**src/logic/ntm_arith_pkg.sv**
```systemverilog
`default_nettype none

package ntm_arith_pkg;

  ////////////////////////////////////////
  // Operation codes
  ////////////////////////////////////////

  // Element operation selected by the host per job
  typedef enum logic {
    // a + b, reduced mod modulo
    OP_ADD = 1'b0,
    // a - b, wrapped into 0 .. modulo-1
    OP_SUB = 1'b1
  } op_t;

  ////////////////////////////////////////
  // Default widths
  ////////////////////////////////////////

  // Operand and modulus width
  localparam int DATA_SIZE_DEFAULT = 32;

  // Width of the matrix sizes and the loop counters
  localparam int INDEX_SIZE_DEFAULT = 8;

endpackage

`default_nettype wire

```
**src/logic/ntm_scalar_adder.sv**
```systemverilog
`timescale 1ns/1ps
`default_nettype none

module ntm_scalar_adder #(
  parameter int DATA_SIZE = ntm_arith_pkg::DATA_SIZE_DEFAULT
) (
  input  logic                   CLK,
  input  logic                   RST,

  // Operand pair, valid while operand_strobe is high
  input  logic                   operand_strobe,
  input  ntm_arith_pkg::op_t     operation,
  input  logic [DATA_SIZE-1:0]   modulo,
  input  logic [DATA_SIZE-1:0]   a,
  input  logic [DATA_SIZE-1:0]   b,

  // Reduced result, one cycle after the strobe
  output logic [DATA_SIZE-1:0]   result,
  output logic                   result_valid
);

  import ntm_arith_pkg::*;

  ////////////////////////////////////////
  // Extended operands
  ////////////////////////////////////////

  // One guard bit so a + b and a + modulo never overflow
  logic [DATA_SIZE:0] a_ext;
  logic [DATA_SIZE:0] b_ext;
  logic [DATA_SIZE:0] mod_ext;
  logic [DATA_SIZE:0] sum_ext;
  logic [DATA_SIZE:0] next_ext;

  assign a_ext   = {1'b0, a};
  assign b_ext   = {1'b0, b};
  assign mod_ext = {1'b0, modulo};
  assign sum_ext = a_ext + b_ext;

  ////////////////////////////////////////
  // Modular reduction
  ////////////////////////////////////////

  always_comb begin
    if (operation == OP_ADD) begin
      // Both operands below modulus, a single correction is enough
      if (sum_ext >= mod_ext) begin
        next_ext = sum_ext - mod_ext;
      end else begin
        next_ext = sum_ext;
      end
    end else begin
      // Negative difference wraps by adding the modulus first
      if (a_ext >= b_ext) begin
        next_ext = a_ext - b_ext;
      end else begin
        next_ext = a_ext + mod_ext - b_ext;
      end
    end
  end

  // Valid pulse follows the strobe by one cycle
  always_ff @(posedge CLK or posedge RST) begin
    if (RST) begin
      result_valid <= 1'b0;
    end else begin
      result_valid <= operand_strobe;
    end
  end

  // Result register, top guard bit is always zero here
  always_ff @(posedge CLK) begin
    if (operand_strobe) begin
      result <= next_ext[DATA_SIZE-1:0];
    end
  end

endmodule

`default_nettype wire

```
**src/logic/ntm_vector_adder.sv**
```systemverilog
`timescale 1ns/1ps
`default_nettype none

module ntm_vector_adder #(
  parameter int DATA_SIZE  = ntm_arith_pkg::DATA_SIZE_DEFAULT,
  parameter int INDEX_SIZE = ntm_arith_pkg::INDEX_SIZE_DEFAULT
) (
  input  logic                   CLK,
  input  logic                   RST,

  // Row control
  input  logic                   start,
  input  ntm_arith_pkg::op_t     operation,
  input  logic [DATA_SIZE-1:0]   modulo,
  input  logic [INDEX_SIZE-1:0]  size,

  // Input four-phase port
  input  logic                   in_req,
  output logic                   in_ack,
  input  logic [DATA_SIZE-1:0]   data_a,
  input  logic [DATA_SIZE-1:0]   data_b,

  // Output four-phase port
  output logic                   out_req,
  input  logic                   out_ack,
  output logic [DATA_SIZE-1:0]   data_out,
  output logic                   row_end,

  // One cycle after the last element handshake
  output logic                   row_done
);

  typedef enum logic [2:0] {IDLE, WAIT_IN, CALC, SEND, WAIT_DROP} vector_state_t;

  localparam logic [INDEX_SIZE-1:0] IDX_ONE = 1;

  vector_state_t         state;
  logic [INDEX_SIZE-1:0] elem_cnt;
  logic                  last_elem;
  logic                  take_pair;
  logic [DATA_SIZE-1:0]  sum_result;
  logic                  sum_valid;

  // Final element of the row
  assign last_elem = (elem_cnt == size - IDX_ONE);

  // New pair only once the previous ack is back low
  assign take_pair = (state == WAIT_IN) && in_req && !in_ack;

  ////////////////////////////////////////
  // Element arithmetic
  ////////////////////////////////////////

  // Operands captured straight from the port on the ack edge
  ntm_scalar_adder #(
    .DATA_SIZE(DATA_SIZE)
  ) u_scalar_adder (
    .CLK(CLK),
    .RST(RST),
    .operand_strobe(take_pair),
    .operation(operation),
    .modulo(modulo),
    .a(data_a),
    .b(data_b),
    .result(sum_result),
    .result_valid(sum_valid)
  );

  ////////////////////////////////////////
  // Element loop and handshakes
  ////////////////////////////////////////

  always_ff @(posedge CLK or posedge RST) begin
    if (RST) begin
      state    <= IDLE;
      elem_cnt <= '0;
      in_ack   <= 1'b0;
      out_req  <= 1'b0;
      data_out <= '0;
      row_end  <= 1'b0;
      row_done <= 1'b0;
    end else begin
      row_done <= 1'b0;
      // Input ack release, may overlap the calculation
      if (in_ack && !in_req) begin
        in_ack <= 1'b0;
      end
      case (state)
        IDLE: begin
          if (start) begin
            elem_cnt <= '0;
            state    <= WAIT_IN;
          end
        end
        WAIT_IN: begin
          if (take_pair) begin
            in_ack <= 1'b1;
            state  <= CALC;
          end
        end
        CALC: begin
          // Present result with its row flag
          if (sum_valid) begin
            out_req  <= 1'b1;
            data_out <= sum_result;
            row_end  <= last_elem;
            state    <= SEND;
          end
        end
        SEND: begin
          // Hold req and data until the consumer acks
          if (out_ack) begin
            out_req <= 1'b0;
            row_end <= 1'b0;
            state   <= WAIT_DROP;
          end
        end
        WAIT_DROP: begin
          if (!out_ack) begin
            if (last_elem) begin
              row_done <= 1'b1;
              state    <= IDLE;
            end else begin
              elem_cnt <= elem_cnt + IDX_ONE;
              state    <= WAIT_IN;
            end
          end
        end
        default: begin
          state <= IDLE;
        end
      endcase
    end
  end

endmodule

`default_nettype wire

```
**src/logic/ntm_matrix_adder.sv**
```systemverilog
`timescale 1ns/1ps
`default_nettype none

module ntm_matrix_adder #(
  parameter int DATA_SIZE  = ntm_arith_pkg::DATA_SIZE_DEFAULT,
  parameter int INDEX_SIZE = ntm_arith_pkg::INDEX_SIZE_DEFAULT
) (
  input  logic                   CLK,
  input  logic                   RST,

  // Job control, configuration held from start until ready
  input  logic                   start,
  output logic                   ready,
  input  ntm_arith_pkg::op_t     operation,
  input  logic [DATA_SIZE-1:0]   modulo,
  input  logic [INDEX_SIZE-1:0]  size_i,
  input  logic [INDEX_SIZE-1:0]  size_j,

  // Input four-phase port
  input  logic                   in_req,
  output logic                   in_ack,
  input  logic [DATA_SIZE-1:0]   data_a,
  input  logic [DATA_SIZE-1:0]   data_b,

  // Output four-phase port
  output logic                   out_req,
  input  logic                   out_ack,
  output logic [DATA_SIZE-1:0]   data_out,
  output logic                   out_row_end,
  output logic                   out_last
);

  import ntm_arith_pkg::*;

  ////////////////////////////////////////
  // Types and signals
  ////////////////////////////////////////

  // NEXT issues the row start, DONE is the ready cycle
  typedef enum logic [1:0] {IDLE, ROW, NEXT, DONE} matrix_state_t;

  localparam logic [INDEX_SIZE-1:0] IDX_ONE = 1;

  matrix_state_t         state;
  logic [INDEX_SIZE-1:0] row_cnt;
  logic                  last_row;

  // Job settings captured at start
  op_t                   op_q;
  logic [DATA_SIZE-1:0]  mod_q;

  // Vector adder control
  logic                  vec_start;
  logic                  row_done;

  ////////////////////////////////////////
  // Decoded outputs
  ////////////////////////////////////////

  assign last_row  = (row_cnt == size_i - IDX_ONE);
  assign vec_start = (state == NEXT);
  assign ready     = (state == DONE);

  // Row counter stays on the row until its handshake ends
  assign out_last  = out_row_end && last_row;

  ////////////////////////////////////////
  // Row loop
  ////////////////////////////////////////

  always_ff @(posedge CLK or posedge RST) begin
    if (RST) begin
      state   <= IDLE;
      row_cnt <= '0;
    end else begin
      case (state)
        IDLE: begin
          // Start ignored outside idle
          if (start) begin
            row_cnt <= '0;
            state   <= NEXT;
          end
        end
        NEXT: begin
          state <= ROW;
        end
        ROW: begin
          if (row_done) begin
            if (last_row) begin
              state <= DONE;
            end else begin
              row_cnt <= row_cnt + IDX_ONE;
              state   <= NEXT;
            end
          end
        end
        DONE: begin
          // Single ready cycle then back to idle
          state <= IDLE;
        end
        default: begin
          state <= IDLE;
        end
      endcase
    end
  end

  // Operation and modulus latched once per job
  always_ff @(posedge CLK) begin
    if ((state == IDLE) && start) begin
      op_q  <= operation;
      mod_q <= modulo;
    end
  end

  ////////////////////////////////////////
  // Element loop of one row
  ////////////////////////////////////////

  ntm_vector_adder #(
    .DATA_SIZE(DATA_SIZE),
    .INDEX_SIZE(INDEX_SIZE)
  ) u_vector_adder (
    .CLK(CLK),
    .RST(RST),
    .start(vec_start),
    .operation(op_q),
    .modulo(mod_q),
    .size(size_j),
    .in_req(in_req),
    .in_ack(in_ack),
    .data_a(data_a),
    .data_b(data_b),
    .out_req(out_req),
    .out_ack(out_ack),
    .data_out(data_out),
    .row_end(out_row_end),
    .row_done(row_done)
  );

endmodule

`default_nettype wire

```
**src/logic/ntm_matrix_top.sv**
```systemverilog
`timescale 1ns/1ps
`default_nettype none

module ntm_matrix_top #(
  parameter int DATA_SIZE  = ntm_arith_pkg::DATA_SIZE_DEFAULT,
  parameter int INDEX_SIZE = ntm_arith_pkg::INDEX_SIZE_DEFAULT
) (
  input  logic                   CLK,
  input  logic                   RST,

  // Host control
  input  logic                   start,
  output logic                   ready,
  input  ntm_arith_pkg::op_t     operation,
  input  logic [DATA_SIZE-1:0]   modulo,
  input  logic [INDEX_SIZE-1:0]  size_i,
  input  logic [INDEX_SIZE-1:0]  size_j,

  // Operand stream
  input  logic                   in_req,
  output logic                   in_ack,
  input  logic [DATA_SIZE-1:0]   data_a,
  input  logic [DATA_SIZE-1:0]   data_b,

  // Result stream
  output logic                   out_req,
  input  logic                   out_ack,
  output logic [DATA_SIZE-1:0]   data_out,
  output logic                   out_row_end,
  output logic                   out_last
);

  ////////////////////////////////////////
  // Matrix adder core
  ////////////////////////////////////////

  // Widths chosen here apply to the whole tree
  ntm_matrix_adder #(
    .DATA_SIZE(DATA_SIZE),
    .INDEX_SIZE(INDEX_SIZE)
  ) u_matrix_adder (
    .CLK(CLK),
    .RST(RST),
    .start(start),
    .ready(ready),
    .operation(operation),
    .modulo(modulo),
    .size_i(size_i),
    .size_j(size_j),
    .in_req(in_req),
    .in_ack(in_ack),
    .data_a(data_a),
    .data_b(data_b),
    .out_req(out_req),
    .out_ack(out_ack),
    .data_out(data_out),
    .out_row_end(out_row_end),
    .out_last(out_last)
  );

endmodule

`default_nettype wire

```
**config.mk**
```make
export PLATFORM = sky130hd
export DESIGN_NAME = ntm_matrix_top
export DESIGN_NICKNAME = d
export VERILOG_FILES = /design/src/logic/ntm_arith_pkg.sv /design/src/logic/ntm_scalar_adder.sv /design/src/logic/ntm_vector_adder.sv /design/src/logic/ntm_matrix_adder.sv /design/src/logic/ntm_matrix_top.sv
export SDC_FILE = /design/constraint.sdc
export NUM_CORES = 1
export LEC_CHECK = 0
export BUFFER_PORTS_ARGS = -buffer_cell sky130_fd_sc_hd__buf_4
export CAP_MARGIN = 25
export CORE_AREA = 2 2 150 152
export DETAILED_ROUTE_END_ITERATION = 10
export DIE_AREA = 0 0 152 154
export PLACE_DENSITY_LB_ADDON = 0.05
export SYNTH_ARGS = -nofsm -noshare
export SYNTH_HDL_FRONTEND = slang
export SYNTH_HIERARCHICAL = 1
export SYNTH_SLANG_ARGS = --single-unit
```
**constraint.sdc**
```tcl
create_clock -name CLK -period 5.4 [get_ports CLK]
set_clock_uncertainty 0.1 [all_clocks]
set_input_delay 0.27 -clock CLK [delete_from_list [all_inputs] [get_ports CLK]]
set_output_delay 0.27 -clock CLK [all_outputs]
set_load 0.01 [all_outputs]
```
* Yosys cells after proc, flatten, opt, wreduce, memory -nomap -nowiden
Index checks and enable logic that the tools add are counted.
Operators by class: add/subtract/negate cells 9, multiply operators 0, div/mod/pow operators 0, magnitude comparators 2, eq/ne operators 18, shift-type cells 0, muxes and demuxes 33, bitwise logic cells 0, reduce and logical (&&, ||, !) cells 18
Operator list (count):
- 2-to-1 mux 32 bit | 3
- subtractor 32 bit | 3
- 2-to-1 mux 8 bit | 6
- adder 32 x 32 -> 33 bit | 1
- >= comparator 33 x 32 -> 1 bit | 1
- adder 32 bit | 1
- >= comparator 32 bit | 1
- case mux 8 bit (2 select lines) | 2
- adder 8 x 1 -> 8 bit, second input constant | 2
- equality test 8 bit | 2
- subtractor 8 x 1 -> 8 bit, second input constant | 2
- 2-to-1 mux 3 bit | 5
- case mux 3 bit (5 select lines) | 1
- inequality test 2 bit, second input constant | 7
- 2-to-1 mux 1 bit | 11
- case mux 2 bit (4 select lines) | 1
- AND reduction 4 bit | 2
- equality test 3 x 2 -> 1 bit, second input constant | 2
- nonzero test 2 bit | 3
- logical AND 1 bit | 5
- AND reduction 5 bit | 1
- equality test 2 bit, second input constant | 2
- 2-to-1 mux 2 bit | 2
- inequality test 2 x 1 -> 1 bit, second input constant | 2
- 9 further kinds | 12
Word-level totals: bits in registers 123, bits in latches 0, memory bits (writable) 0, bits in read-only memories 0, output and inout port bits 37, logic and storage cells 93, memories kept 0

* Longest topological paths before layout
Gate-level depths: netlist of the first run.
depth after elaboration 5, gate-level depth with buffers 25

* Cells and area by module
Netlist of the first run, hierarchy kept.
By module, submodules not included:
- ntm_scalar_adder | instances 1, cells an instance 1317, area each 9867.0 um2, seq. area each 985.9 um2
- ntm_vector_adder | instances 1, cells an instance 193, area each 2212.1 um2, seq. area each 1176.1 um2
- ntm_matrix_adder | instances 1, cells an instance 130, area each 1819.2 um2, seq. area each 1241.2 um2

* Least setup slack after synthesis of the first run
No wires, ideal clock.
path type in2reg, start point in data_a[0], end point reg u_matrix_adder.u_vector_adder.u_scalar_adder.result[1] (data pin), setup time 270 ps, arrival 4203 ps, required time 5030 ps, path slack 826 ps, cell stages on the path 22, buffers on the path 2, cells stage by stage ha_1 -> fa_1 -> nor2b_1 -> o211ai_1 -> a21oi_1 -> nor3_2 -> a21oi_2 -> a21o_1 -> a21boi_0 -> xnor2_1 -> ha_1 -> buf_2 -> nand3_1 -> nor4_1 -> a31oi_1 -> o21a_1 -> o211a_1 -> o311ai_4 -> buf_6 -> mux2_1 -> nor2_1 -> a21oi_1
On the way: longest elaborated chain between the ends 4, elaborated cells on any way between the ends 10, classes of those cells add/sub: 5; order compare: 2; mux: 3
RTL lines:
- start, declared | RTL line ntm_matrix_top.sv:22 | input logic [DATA_SIZE-1:0] data_a,
- adder 32 x 32 -> 33 bit / adder 32 bit (equally long branches) | RTL line ntm_scalar_adder.sv:38, ntm_scalar_adder.sv:57
- subtractor 32 bit, or another cell as far along | RTL line ntm_scalar_adder.sv:48 | next_ext = sum_ext - mod_ext;
- 2-to-1 mux 32 bit, on equally long branches | RTL line ntm_scalar_adder.sv:47, ntm_scalar_adder.sv:54
- 2-to-1 mux 32 bit (*) | RTL line ntm_scalar_adder.sv:45 | if (operation == OP_ADD) begin
- named net u_matrix_adder.u_vector_adder.u_scalar_adder.next_ext[1] | RTL line ntm_scalar_adder.sv:33 | logic [DATA_SIZE:0] next_ext;
- end signal, assigned | RTL line ntm_scalar_adder.sv:74 | result <= next_ext[DATA_SIZE-1:0];
- end, declared | RTL line ntm_scalar_adder.sv:18 | output logic [DATA_SIZE-1:0] result,
Mark *: on every way through the listed nets, which the timed path passes. The rest lies on a longest branch. A chain may end at the register's enable or synchronous reset.

* Worst setup path in the final report of the first run
start point in data_b[6], end point reg u_matrix_adder.u_vector_adder.u_scalar_adder.result[7] (data pin)
On the way: longest elaborated chain between the ends 4, elaborated cells on any way between the ends 9, classes of those cells add/sub: 4; order compare: 2; mux: 3
RTL lines:
- start, declared | RTL line ntm_matrix_top.sv:23 | input logic [DATA_SIZE-1:0] data_b,
- adder 32 x 32 -> 33 bit | RTL line ntm_scalar_adder.sv:38 | assign sum_ext = a_ext + b_ext;
- subtractor 32 bit / >= comparator 33 x 32 -> 1 bit (equally long branches) | RTL line ntm_scalar_adder.sv:48, ntm_scalar_adder.sv:47
- 2-to-1 mux 32 bit | RTL line ntm_scalar_adder.sv:47 | if (sum_ext >= mod_ext) begin
- 2-to-1 mux 32 bit (*) | RTL line ntm_scalar_adder.sv:45
- named net u_matrix_adder.u_vector_adder.u_scalar_adder.next_ext[7] | RTL line ntm_scalar_adder.sv:33
Marks and branches as above.

==> impl_metrics.csv, run 1 <==
group,metric,value,unit
place,port_buffers,154,
routing,routed_wl,39800,um
place,dpl_worst_slack,0.0840,ns
power_and_ir_drop,leakage,7.65,nW
yosys,yosys.area.top_type_share,14.0,%
critical_path,crit_family,"compound AO/OA/AOI/OAI gates",
final_layout,drive_gt1_share,16.6,%
yosys,synth_seq_area_share,24.5,%
global_routing,grt_overflow,0,
cts,cts_tree,"built",
yosys,syn_avg_cell_area,8.47,um2
cts,cts_buffers,17,
global_routing,grt_use_total,33.3,%
global_routing,grt_first_pass_wirelength,63100,um
critical_path,slowest_stage,"o41ai_2",
yosys,ys_seq_elements,123,
yosys,synth-edff-count,65,
cts,cts_resized,0,
power_and_ir_drop,ir_drop,0.246,mV
worst_hold_path,hp-class,"in2reg",
yosys,synth_cell_types,93,
routing,postRouteAntennaNets,0,
timing,rsz0062_at_grt,"false",
yosys,synth_warnings,6,
cts,path_clk_slew,0.06,ns
yosys,ys_top_cells_by_area,"edfxtp_1, ha_1, dfrtp_1",
global_routing,antenna_found_initial,0,
cts,clock_path_buffers,2,
critical_path,crit_type,"in2reg",
floorplanning,die-area,0.0234,mm2
critical_path,crit_path_cell_trace,"buf_4 -> inv_1 -> ha_1 -> inv_2 -> a2111oi_2 -> a21oi_2 -> a211oi_2 -> o31ai_2 -> o41ai_2 -> xnor2_1 -> ha_1 -> nand3_1 -> nor4_1 -> a31oi_1 -> o21a_1 -> o211a_1 -> o311ai_4 -> buf_12 -> nor2b_1 -> a211oi_1 -> a21oi_1",
final_layout,postLayoutCellArea,0.0163,mm2
place,gp_congestion,0.966,
floorplanning,start_util,64.1,%
cts,cts_hold_buf,35,
timing,min_period_over_period,92.3,%
floorplanning,pin_count,155,
run,max_cap_violations,0,
timing,final.setup.tns,0,ns
timing,period_minus_slack,4.98,ns
cts,clk_latency,0.43,ns
routing,first_pass_iters,6,
timing,hold_viol_final,0,
yosys,mappedNetlistArea,0.0139,mm2
timing,worst_pin_slew,0.786,ns
final_layout,final_cells,2112,
final_layout,syn2layout_area_growth,17.5,%
critical_path,cpPeakStageDelay,0.45,ns
final_layout,num_antenna_cells,0,
timing,whs,0.0388,ns
routing,post_drt_wl_per_cell,18.8,um
critical_path,crit_required,5.45,ns
final_layout,final_core_util,75.3,%
timing,fmax,0.201,GHz
critical_path,critical_path.endpoint_type,"flop",
timing,setup_viol,0,
run_status,status,"finished, final reports clean",
cts,cts_htree_levels,4,
routing,vias,13000,
final_layout,fillers,1685,
critical_path,rrSetupSlack,0.88,ns
cts,clock-sinks,123,
floorplanning,dieWidth,152,um
critical_path,critPathLaunchType,"primary input",
floorplanning,coreArea,0.0217,mm2
floorplanning,die_h,154,um
place,dp_hpwl,30900,um
global_routing,grt_max_degree,43,
critical_path,cpMostUsedCell,"ha_1",
yosys,ys_async_sr_fraction,47.2,%
yosys,dominantRegCellSynth,"edfxtp_1",
yosys,syn-num-nets,1924,
final_layout,multi_input_area,0.00944,mm2
timing,setup_slack,0.416,ns
place,placed_cells,2045,
final_layout,register_area,0.00340,mm2
yosys,synthCells,1640,
timing,maxSlewViolCount,0,
power_and_ir_drop,total_power,6.38,mW
power_and_ir_drop,powerDensity,391,mW/mm2
critical_path,path_buf_inv,4,
global_routing,grt_pass1_vias,12400,
critical_path,worstPathArrival,5.03,ns
place,dpl_cell_area,0.0154,mm2
routing,route.detailed.drc,0,
critical_path,crit_fanout,26,
final_layout,nets,2103,
cts,post_cts_buffers,0,
routing,drt_first_iter_violations,1123,
floorplanning,rows,54,
cts,root_buffer,"clkbuf_16",
timing,relSlewSlack,47.3,%
yosys,yosys.area.top_type,"edfxtp_1",
routing,via_per_inst,6.13,
[Yosys cell counts, types with 31 or more instances]
master and count:
a21oi_1 123, nand2_1 100, edfxtp_1 65, a21o_1 37, ha_1 132, nor2_1 121, dfrtp_1 58, nor2b_1 37
a211oi_1 31, o21ai_0 78, xnor2_1 88, nand3_1 37, inv_1 203, xor2_1 39, fa_1 34, mux2_2 35
[metal layers]
| metal | part of all wire [%] | global-route usage, % | routed length (um) |
|---|---|---|---|
| met4 | 2.0 | 8.86 | 814 |
| met5 | 0 | 0 | 0 |
| met1 | 43 | 45.4 | 17100 |
| met3 | 8.3 | 5.05 | 3300 |
| met2 | 47 | 55.6 | 18500 |
[placed cells by master, fill, tap and decap left out, types with 6 or more instances in the layout]
cell type	netlist	layout
o31ai_1	7	7
edfxtp_1	65	65
o21a_1	16	16
mux2_1	8	8
inv_1	203	202
and2_1	7	7
nor2b_1	37	36
buf_4	4	181
o22ai_1	6	6
o31a_1	6	6
nand2_1	100	100
dfrtp_1	58	58
nor2_1	121	119
mux2i_1	20	20
or3_1	7	7
a31oi_1	21	21
nand3_1	37	37
nand2b_1	30	30
o21bai_1	21	21
xor2_1	39	39
nor4_1	10	10
xnor2_1	88	88
a21oi_1	123	123
o21ai_1	24	24
and3_1	15	15
a211oi_1	31	31
nand4_1	14	14
or2_2	7	7
ha_1	132	132
clkbuf_16	0	19
dlygate4sd3_1	0	35
mux2_2	35	35
fa_1	34	34
nor3_1	23	23
o211ai_1	17	17
a21o_1	37	37
o21ai_0	78	78
[registers in the layout (all words and copies together) (netlist names), 2 cells and up]
name                                                 flops
u_matrix_adder/mod_q                                    32
u_matrix_adder/row_cnt                                   8
u_matrix_adder/state                                     2
u_matrix_adder/u_vector_adder/data_out                  32
u_matrix_adder/u_vector_adder/elem_cnt                   8
u_matrix_adder/u_vector_adder/state                      3
u_matrix_adder/u_vector_adder/u_scalar_adder/result     32
[path summary, 6_finish.rpt]
kind | cells after the start | to | startpoint
max | 21 | flop | data_b[6]
min | 2 | u_matrix_adder/u_vector_adder/state[2]$_DFFE_PP0P_ | out_ack
max reg2reg | 14 | flop | u_matrix_adder/mod_q[5]$_DFFE_PP_
min reg2reg | 1 | u_matrix_adder/u_vector_adder/data_out[8]$_DFFE_PP0P_ | flop
max in group asynchronous | 4 | u_matrix_adder/u_vector_adder/data_out[20]$_DFFE_PP0P_ | RST
min in group asynchronous | 3 | asynchronous set/reset pin | RST
[layout make-up]
| cell class | count | area share [%] |
|---|---|---|
| flip-flops and latches | 123 | 20.8 |
| inverters | 207 | 4.76 |
| repair buffers | 219 | 10.8 |
| clock buffers | 23 | 3.19 |
| well taps | 280 | 2.15 |
| multi-input cells | 1251 | 57.8 |
| clock inverters | 9 | 0.414 |
[cell families after synthesis]
| family | synth area share, % |
|---|---|
| flops | 24.5 |
| fa+ha+maj | 16.8 |
| buf+inv | 7.72 |
| simple gates | 15.6 |
| compound gates | 22.5 |
| xor+xnor | 8.00 |
| mux | 4.92 |
[power breakdown]
| group | total [mW] | switching, mW | internal [mW] |
|---|---|---|---|
| Clock | 1.16 | 0.471 | 0.687 |
| Combinational | 3.74 | 2.15 | 1.59 |
| Sequential | 1.49 | 0.170 | 1.32 |
[worst register-to-register path: cells and delay by family (launching register included)]
family | cells | cell delay (ns)
flops | 1 | 0.36
fa+ha+maj | 2 | 0.70
buf+inv | 2 | 0.23
compound gates | 5 | 1.92
simple gates | 4 | 0.75
xor+xnor | 1 | 0.19
Power figures use the tool's default switching activity.
==> inputs of run 2 (changes only) <==
Settings changed: CORE_AREA 2 2 150 152 to 2 2 149 151, DIE_AREA 0 0 152 154 to 0 0 151 153, SYNTH_HIERARCHICAL 1 to not set.
==> impl_metrics.csv, run 2 <==
group,metric,value,unit
place,dpl_cell_area,0.0156,mm2
timing,relSlewSlack,44.0,%
yosys,syn_avg_cell_area,8.33,um2
power_and_ir_drop,powerDensity,388,mW/mm2
final_layout,final_common_cell,"buf_4",
routing,drt-met1-wl,18000,um
yosys,ys_async_sr_fraction,47.2,%
place,dpl_worst_slack,-0.329,ns
critical_path,critPathLaunchType,"primary input",
final_layout,final_cell_mix,"buf_4, inv_1, a21oi_1",
critical_path,crit_fanout,9,
cts,cts_htree_levels,4,
cts,clk_latency,0.43,ns
routing,via_per_inst,6.35,
timing,fmax,0.194,GHz
yosys,synth_warnings,0,
critical_path,worstPathArrival,5.23,ns
yosys,mappedNetlistArea,0.0137,mm2
timing,whs,0.276,ns
floorplanning,coreArea,0.0215,mm2
floorplanning,start_util,64.0,%
final_layout,drive_gt1_share,16.7,%
floorplanning,die-area,0.0231,mm2
routing,post_drt_wl_per_cell,20.9,um
timing,period_minus_slack,5.16,ns
final_layout,nets,2162,
routing,postRouteAntennaNets,0,
final_layout,register_area,0.00340,mm2
place,port_buffers,154,
timing,setup_slack,0.242,ns
timing,setup_viol,0,
yosys,yosys.area.top_type_share,14.2,%
timing,maxSlewViolCount,0,
timing,worst_pin_slew,0.834,ns
yosys,synthCells,1651,
cts,root_buffer,"clkbuf_16",
global_routing,antenna_found_initial,0,
final_layout,postLayoutCellArea,0.0166,mm2
routing,drt_first_iter_violations,1528,
global_routing,grt_use_total,39.4,%
critical_path,crit_path_cell_trace,"buf_4 -> inv_1 -> ha_1 -> nor2_1 -> nand2_1 -> nor4_1 -> nand3_1 -> a211oi_2 -> o41ai_2 -> buf_4 -> or4_1 -> and3_1 -> ha_1 -> nand2_1 -> or3_1 -> and4b_1 -> a211oi_1 -> o21ai_0 -> nor2_1 -> buf_4 -> and4_1 -> o31a_1",
power_and_ir_drop,ir_drop,0.237,mV
place,dp_hpwl,34900,um
routing,routed_wl,45300,um
routing,wl_met2,21400,um
routing,first_pass_iters,6,
floorplanning,pin_count,155,
critical_path,path_buf_inv,4,
yosys,synth_cell_types,81,
final_layout,multi_input_area,0.00934,mm2
critical_path,critical_path.endpoint_type,"flop",
floorplanning,dieWidth,151,um
yosys,syn-num-nets,1935,
yosys,synth_common_cells,"inv_1, a21oi_1, ha_1",
routing,wl_met3,4290,um
critical_path,crit_required,5.47,ns
cts,path_clk_slew,0.06,ns
final_layout,fillers,1603,
critical_path,slowest_stage,"or4_1",
run,max_cap_violations,0,
worst_hold_path,hp-class,"in2reg",
place,gp_congestion,0.976,
timing,hold_viol_final,0,
final_layout,reg_top3,"u_matrix_adder.mod_q x32, u_matrix_adder.u_vector_adder.data_out x32, u_matrix_adder.u_vector_adder.u_scalar_adder.result x32",
cts,clock_path_buffers,2,
cts,cts_tree,"built",
routing,top_layer,"met4",
floorplanning,die_h,153,um
yosys,yosys.cell_count.top_type,"inv_1",
yosys,ys_top_cells_by_area,"edfxtp_1, ha_1, dfrtp_1",
power_and_ir_drop,total_power,6.43,mW
final_layout,syn2layout_area_growth,20.6,%
global_routing,grt_max_degree,59,
cts,cts_buffers,17,
final_layout,num_antenna_cells,0,
yosys,yosys.area.top_type,"edfxtp_1",
run_status,status,"finished, final reports clean",
critical_path,crit_type,"in2reg",
yosys,synth_seq_area_share,24.8,%
power_and_ir_drop,leakage,7.77,nW
yosys,dominantRegCellSynth,"edfxtp_1",
yosys,synth-edff-count,65,
critical_path,cpPeakStageDelay,0.42,ns
global_routing,grt_overflow,0,
global_routing,grt_pass1_vias,13300,
timing,rsz0062_at_grt,"false",
routing,route.detailed.drc,0,
yosys,ys_seq_elements,123,
critical_path,crit_family,"simple AND/OR/NAND/NOR gates",
critical_path,cpMostUsedCell,"buf_4",
routing,vias,13800,
floorplanning,rows,54,
timing,min_period_over_period,95.5,%
global_routing,grt_first_pass_wirelength,70900,um
cts,clock-sinks,123,
run 2: cell count changes in the layout (fill, tap and decap cells not counted), sizes merged, moves of 6 or more:
cell / delta
buf: +42
o21ai: -22
nor3: +19
nor2b: -17
xnor2: +12
nand2b: -11
mux2: -9
a21oi: +8
xor2: -8
a21boi: +7
a32oi: +7
nand3: +7
nor2: -6
o22ai: -6
run 2: kinds of logic after synthesis:
| kind of cell | after synthesis | synth area share, % |
|---|---|---|
| compound gates | 469 | 22.6 |
| simple gates | 443 | 15.9 |
| buf+inv | 269 | 7.54 |
| fa+ha+maj | 166 | 17.0 |
| xor+xnor | 131 | 8.35 |
| flops | 123 | 24.8 |
| mux | 50 | 3.95 |
run 2: worst reg2reg max path, cell delays in order, from the launching register on:
cell and delay, ns:
edfxtp_1 0.37, inv_1 0.18, fa_1 0.50, fa_1 0.49, nor2b_1 0.26, o311ai_0 0.19
buf_4 0.21, a311oi_1 0.73, o21ai_0 0.33, a21oi_1 0.28, nor2_1 0.08, xnor2_1 0.16
a211oi_1 0.47, a21oi_1 0.07
run 2: timing repair:
item / in CTS / in global routing
gates resized for setup: 0 / 5
setup buffers: 0 / 1
hold buffers: 36 / 0
setup endpoints to repair: 0 / 26
endpoints found under the hold margin: 93 / 0
run 2: worst paths after layout:
path	from	to	slack [ns]	depth (start not counted)
max reg2reg	u_matrix_adder.mod_q[1]$_DFFE_PP_	flop	0.72	13
min in group asynchronous	RST	u_matrix_adder.u_vector_adder.data_out[21]$_DFFE_PP0P_	0.53	4
max	data_b[17]	flop	0.24	22
min	start	u_matrix_adder.state[1]$_DFFE_PP0P_	0.28	3
max in group asynchronous	RST	u_matrix_adder.row_cnt[6]$_DFFE_PP0P_	4.20	4
min reg2reg	flop	u_matrix_adder.u_vector_adder.data_out[28]$_DFFE_PP0P_	0.39	1
run 2: final cells by class:
cell class                 count  share of cell area (%)
clock inverter                11                   0.770
sequential                   123                    20.5
timing repair buffer         262                    12.4
clock buffer                  21                    2.97
inverter                     215                    4.87
tap                          280                    2.11
multi-input combinational   1259                    56.3
run 2: power by group:
| part | total, mW | internal [mW] | switching [mW] |
|---|---|---|---|
| Combinational | 3.71 | 1.56 | 2.15 |
| Clock | 1.25 | 0.755 | 0.497 |
| Sequential | 1.47 | 1.30 | 0.172 |
run 2: routing by layer:
| layer | vias to the layer above | GRT usage [%] |
|---|---|---|
| met5 | - | 0 |
| met4 | 0 | 14.2 |
| met3 | 127 | 5.88 |
| met2 | 821 | 65.0 |
| met1 | 6481 | 52.6 |
| li1 | 6350 | - |
run 2: metrics by stage:
stage / cells / util, % / TNS [ns]
finish: 2171 / 77.2 / 0
global route: 2171 / 77.2 / 0
CTS: 2170 / 77.0 / 0
detailed placement: 2102 / 72.5 / -6.80
global placement: 2102 / 72.5 / -5.13
floorplan: 1651 / - / 0
==> inputs of run 3 (changes only) <==
Settings changed: ABC_AREA set to 1, CORE_AREA 2 2 149 151 to 2 2 165 167, DIE_AREA 0 0 151 153 to 0 0 167 169.
==> impl_metrics.csv, run 3 <==
group,metric,value,unit
yosys,syn-num-nets,3095,
critical_path,rrSetupSlack,2.09,ns
power_and_ir_drop,switchingPower,3.47,mW
place,placed_cells,3263,
power_and_ir_drop,leakage,11.3,nW
global_routing,grt_overflow,0,
yosys,synth_warnings,0,
timing,fmax,0.216,GHz
floorplanning,dieWidth,167,um
yosys,ys_seq_elements,123,
yosys,yosys.cell_count.top_type,"nand2_1",
yosys,mappedNetlistArea,0.0170,mm2
global_routing,grt_pass1_vias,18500,
cts,post_cts_buffers,0,
final_layout,final_cells,3332,
power_and_ir_drop,power_frac_clock,17.5,%
timing,worst_pin_slew,0.920,ns
cts,clock-sinks,123,
yosys,synth_top_family_by_area,"simple AND/OR/NAND/NOR gates",
place,dp_hpwl,51100,um
routing,post_drt_wl_per_cell,18.9,um
power_and_ir_drop,power.share.sequential,21.1,%
routing,drt_first_iter_violations,2604,
cts,path_clk_slew,0.06,ns
run,max_cap_violations,0,
critical_path,crit_required,5.59,ns
yosys,yosys.area.top_type_share,21.4,%
cts,cts_buffers,17,
floorplanning,pin_count,155,
global_routing,grt_max_degree,37,
routing,vias,19300,
yosys,synth-adder-area-share,13.7,%
routing,via_per_inst,5.81,
yosys,synth-edff-count,65,
floorplanning,die_h,169,um
yosys,synth-xor-area-share,5.12,%
timing,final.setup.tns,0,ns
yosys,synth_simple_gate_area_share,37.6,%
power_and_ir_drop,internal-power,3.49,mW
global_routing,grt_first_pass_wirelength,96300,um
final_layout,nets,3261,
final_layout,register_area,0.00340,mm2
timing,hold_viol_final,0,
floorplanning,start_util,64.3,%
global_routing,antenna_found_initial,1,
worst_hold_path,hp-class,"in2reg",
cts,cts_tree,"built",
final_layout,drive_gt1_share,8.73,%
floorplanning,die-area,0.0282,mm2
power_and_ir_drop,ir_drop,0.322,mV
global_routing,grt_use_total,44.1,%
timing,rsz0062_at_grt,"false",
power_and_ir_drop,powerDensity,360,mW/mm2
floorplanning,coreArea,0.0265,mm2
critical_path,worstPathArrival,4.81,ns
timing,maxSlewViolCount,0,
cts,root_buffer,"clkbuf_16",
place,port_buffers,154,
yosys,syn_avg_cell_area,6.06,um2
routing,postRouteAntennaNets,0,
final_layout,syn2layout_area_growth,13.5,%
routing,routed_wl,63000,um
cts,clk_latency,0.44,ns
yosys,synth_cell_types,44,
cts,clock_path_buffers,2,
yosys,synth_mux_area_share,2.11,%
yosys,synth_common_cells,"nand2_1, inv_1, nor2_1",
critical_path,crit_fanout,32,
power_and_ir_drop,p_sw_share,49.9,%
critical_path,path_buf_inv,5,
final_layout,final_common_cell,"nand2_1",
critical_path,crit_type,"in2reg",
final_layout,multi_input_area,0.0110,mm2
place,gp_congestion,1.08,
cts,cts_htree_levels,4,
critical_path,cpMostUsedCell,"nand2_1",
timing,relSlewSlack,38.5,%
yosys,ys_top_cells_by_area,"nand2_1, inv_1, edfxtp_1",
yosys,yosys.area.top_type,"nand2_1",
yosys,synthCells,2811,
final_layout,reg_top3,"u_matrix_adder.mod_q x32, u_matrix_adder.u_vector_adder.data_out x32, u_matrix_adder.u_vector_adder.u_scalar_adder.result x32",
yosys,dominantRegCellSynth,"edfxtp_1",
final_layout,final_core_util,73.0,%
floorplanning,rows,60,
run_status,status,"finished, final reports clean",
cts,cts_resized,0,
yosys,synth_compound_area_share,5.87,%
yosys,ys_async_sr_fraction,47.2,%
critical_path,critPathLaunchType,"primary input",
critical_path,critical_path.endpoint_type,"flop",
critical_path,crit_family,"simple AND/OR/NAND/NOR gates",
final_layout,fillers,2246,
yosys,synth_seq_area_share,20.0,%
timing,min_period_over_period,85.7,%
power_and_ir_drop,p_comb_share,61.4,%
timing,period_minus_slack,4.63,ns
critical_path,cpPeakStageDelay,0.42,ns
routing,route.detailed.drc,0,
timing,setup_viol,0,
final_layout,final_cell_mix,"nand2_1, inv_1, nor2_1",
critical_path,slowest_stage,"ha_1",
cts,cts_hold_buf,36,
routing,first_pass_iters,6,
[run 3: path summary, 6_finish.rpt]
check | startpoint | cells after the start | to
worst max-delay path | data_a[13] | 26 | flop
worst max register to register | u_matrix_adder.mod_q[1]$_DFFE_PP_ | 13 | flop
max in group asynchronous | RST | 4 | u_matrix_adder.u_vector_adder.data_out[15]$_DFFE_PP0P_
worst min register to register | flop | 1 | u_matrix_adder.u_vector_adder.data_out[9]$_DFFE_PP0P_
min in group asynchronous | RST | 3 | u_matrix_adder.u_vector_adder.elem_cnt[1]$_DFFE_PP0P_
worst min-delay path | data_a[0] | 4 | flop
[run 3: worst reg2reg max path, cell delays in order, from the launching register on]
cell      delay (ns)
edfxtp_1        0.38
inv_1           0.22
fa_1            0.55
fa_1            0.52
o21bai_1        0.40
nand2_1         0.09
nand3_1         0.19
nand2_1         0.14
nand2_1         0.10
nand2_1         0.05
nand3_1         0.08
nand2_1         0.07
nand2_1         0.11
nand2_1         0.07
[run 3: layer usage]
metal / global-route usage, % / vias to the layer above / wire [um]
li1: - / 8928 / -
met1: 54.2 / 8758 / 22900
met2: 72.7 / 1335 / 28400
met3: 7.69 / 324 / 7220
met4: 26.3 / 0 / 4510
met5: 0 / - / 0
[run 3: cells by family after synthesis]
logic type	after synthesis
simple gates	1543
buf+inv	670
compound gates	179
fa+ha+maj	166
flops	123
xor+xnor	98
mux	32
[run 3: through the flow]
step / cell area [um2] / power [mW] / hold WS [ns] / worst slack [ns]
6_report: 19300 / 6.96 / 0.249 / 0.775
2_1_floorplan: 17000 / 4.23 / 0.243 / 1.99
3_5_place_dp: 18400 / 5.51 / 0.241 / 0.606
5_1_grt: 19300 / 7.39 / 0.279 / 0.536
4_1_cts: 19300 / 6.76 / 0.230 / 0.993
3_3_place_gp: 18300 / 5.37 / 0.348 / 0.797
[run 3: layout make-up]
class	instances	area share [%]
diodes	1	0.0129
clock buffers	20	2.48
clock inverters	12	0.634
inverters	619	12.0
multi-input cells	2018	56.7
flip-flops and latches	123	17.6
well taps	341	2.21
repair buffers	198	8.32
[run 3: power by group through the flow]
| stage | Sequential [mW] | Combinational, mW | Clock [mW] |
|---|---|---|---|
| floorplan | 1.50 | 2.73 | 0 |
| global placement | 1.46 | 3.91 | 0 |
| detailed placement | 1.48 | 4.03 | 0 |
| CTS | 1.46 | 4.09 | 1.21 |
| global route | 1.49 | 4.64 | 1.26 |
| finish | 1.47 | 4.27 | 1.22 |
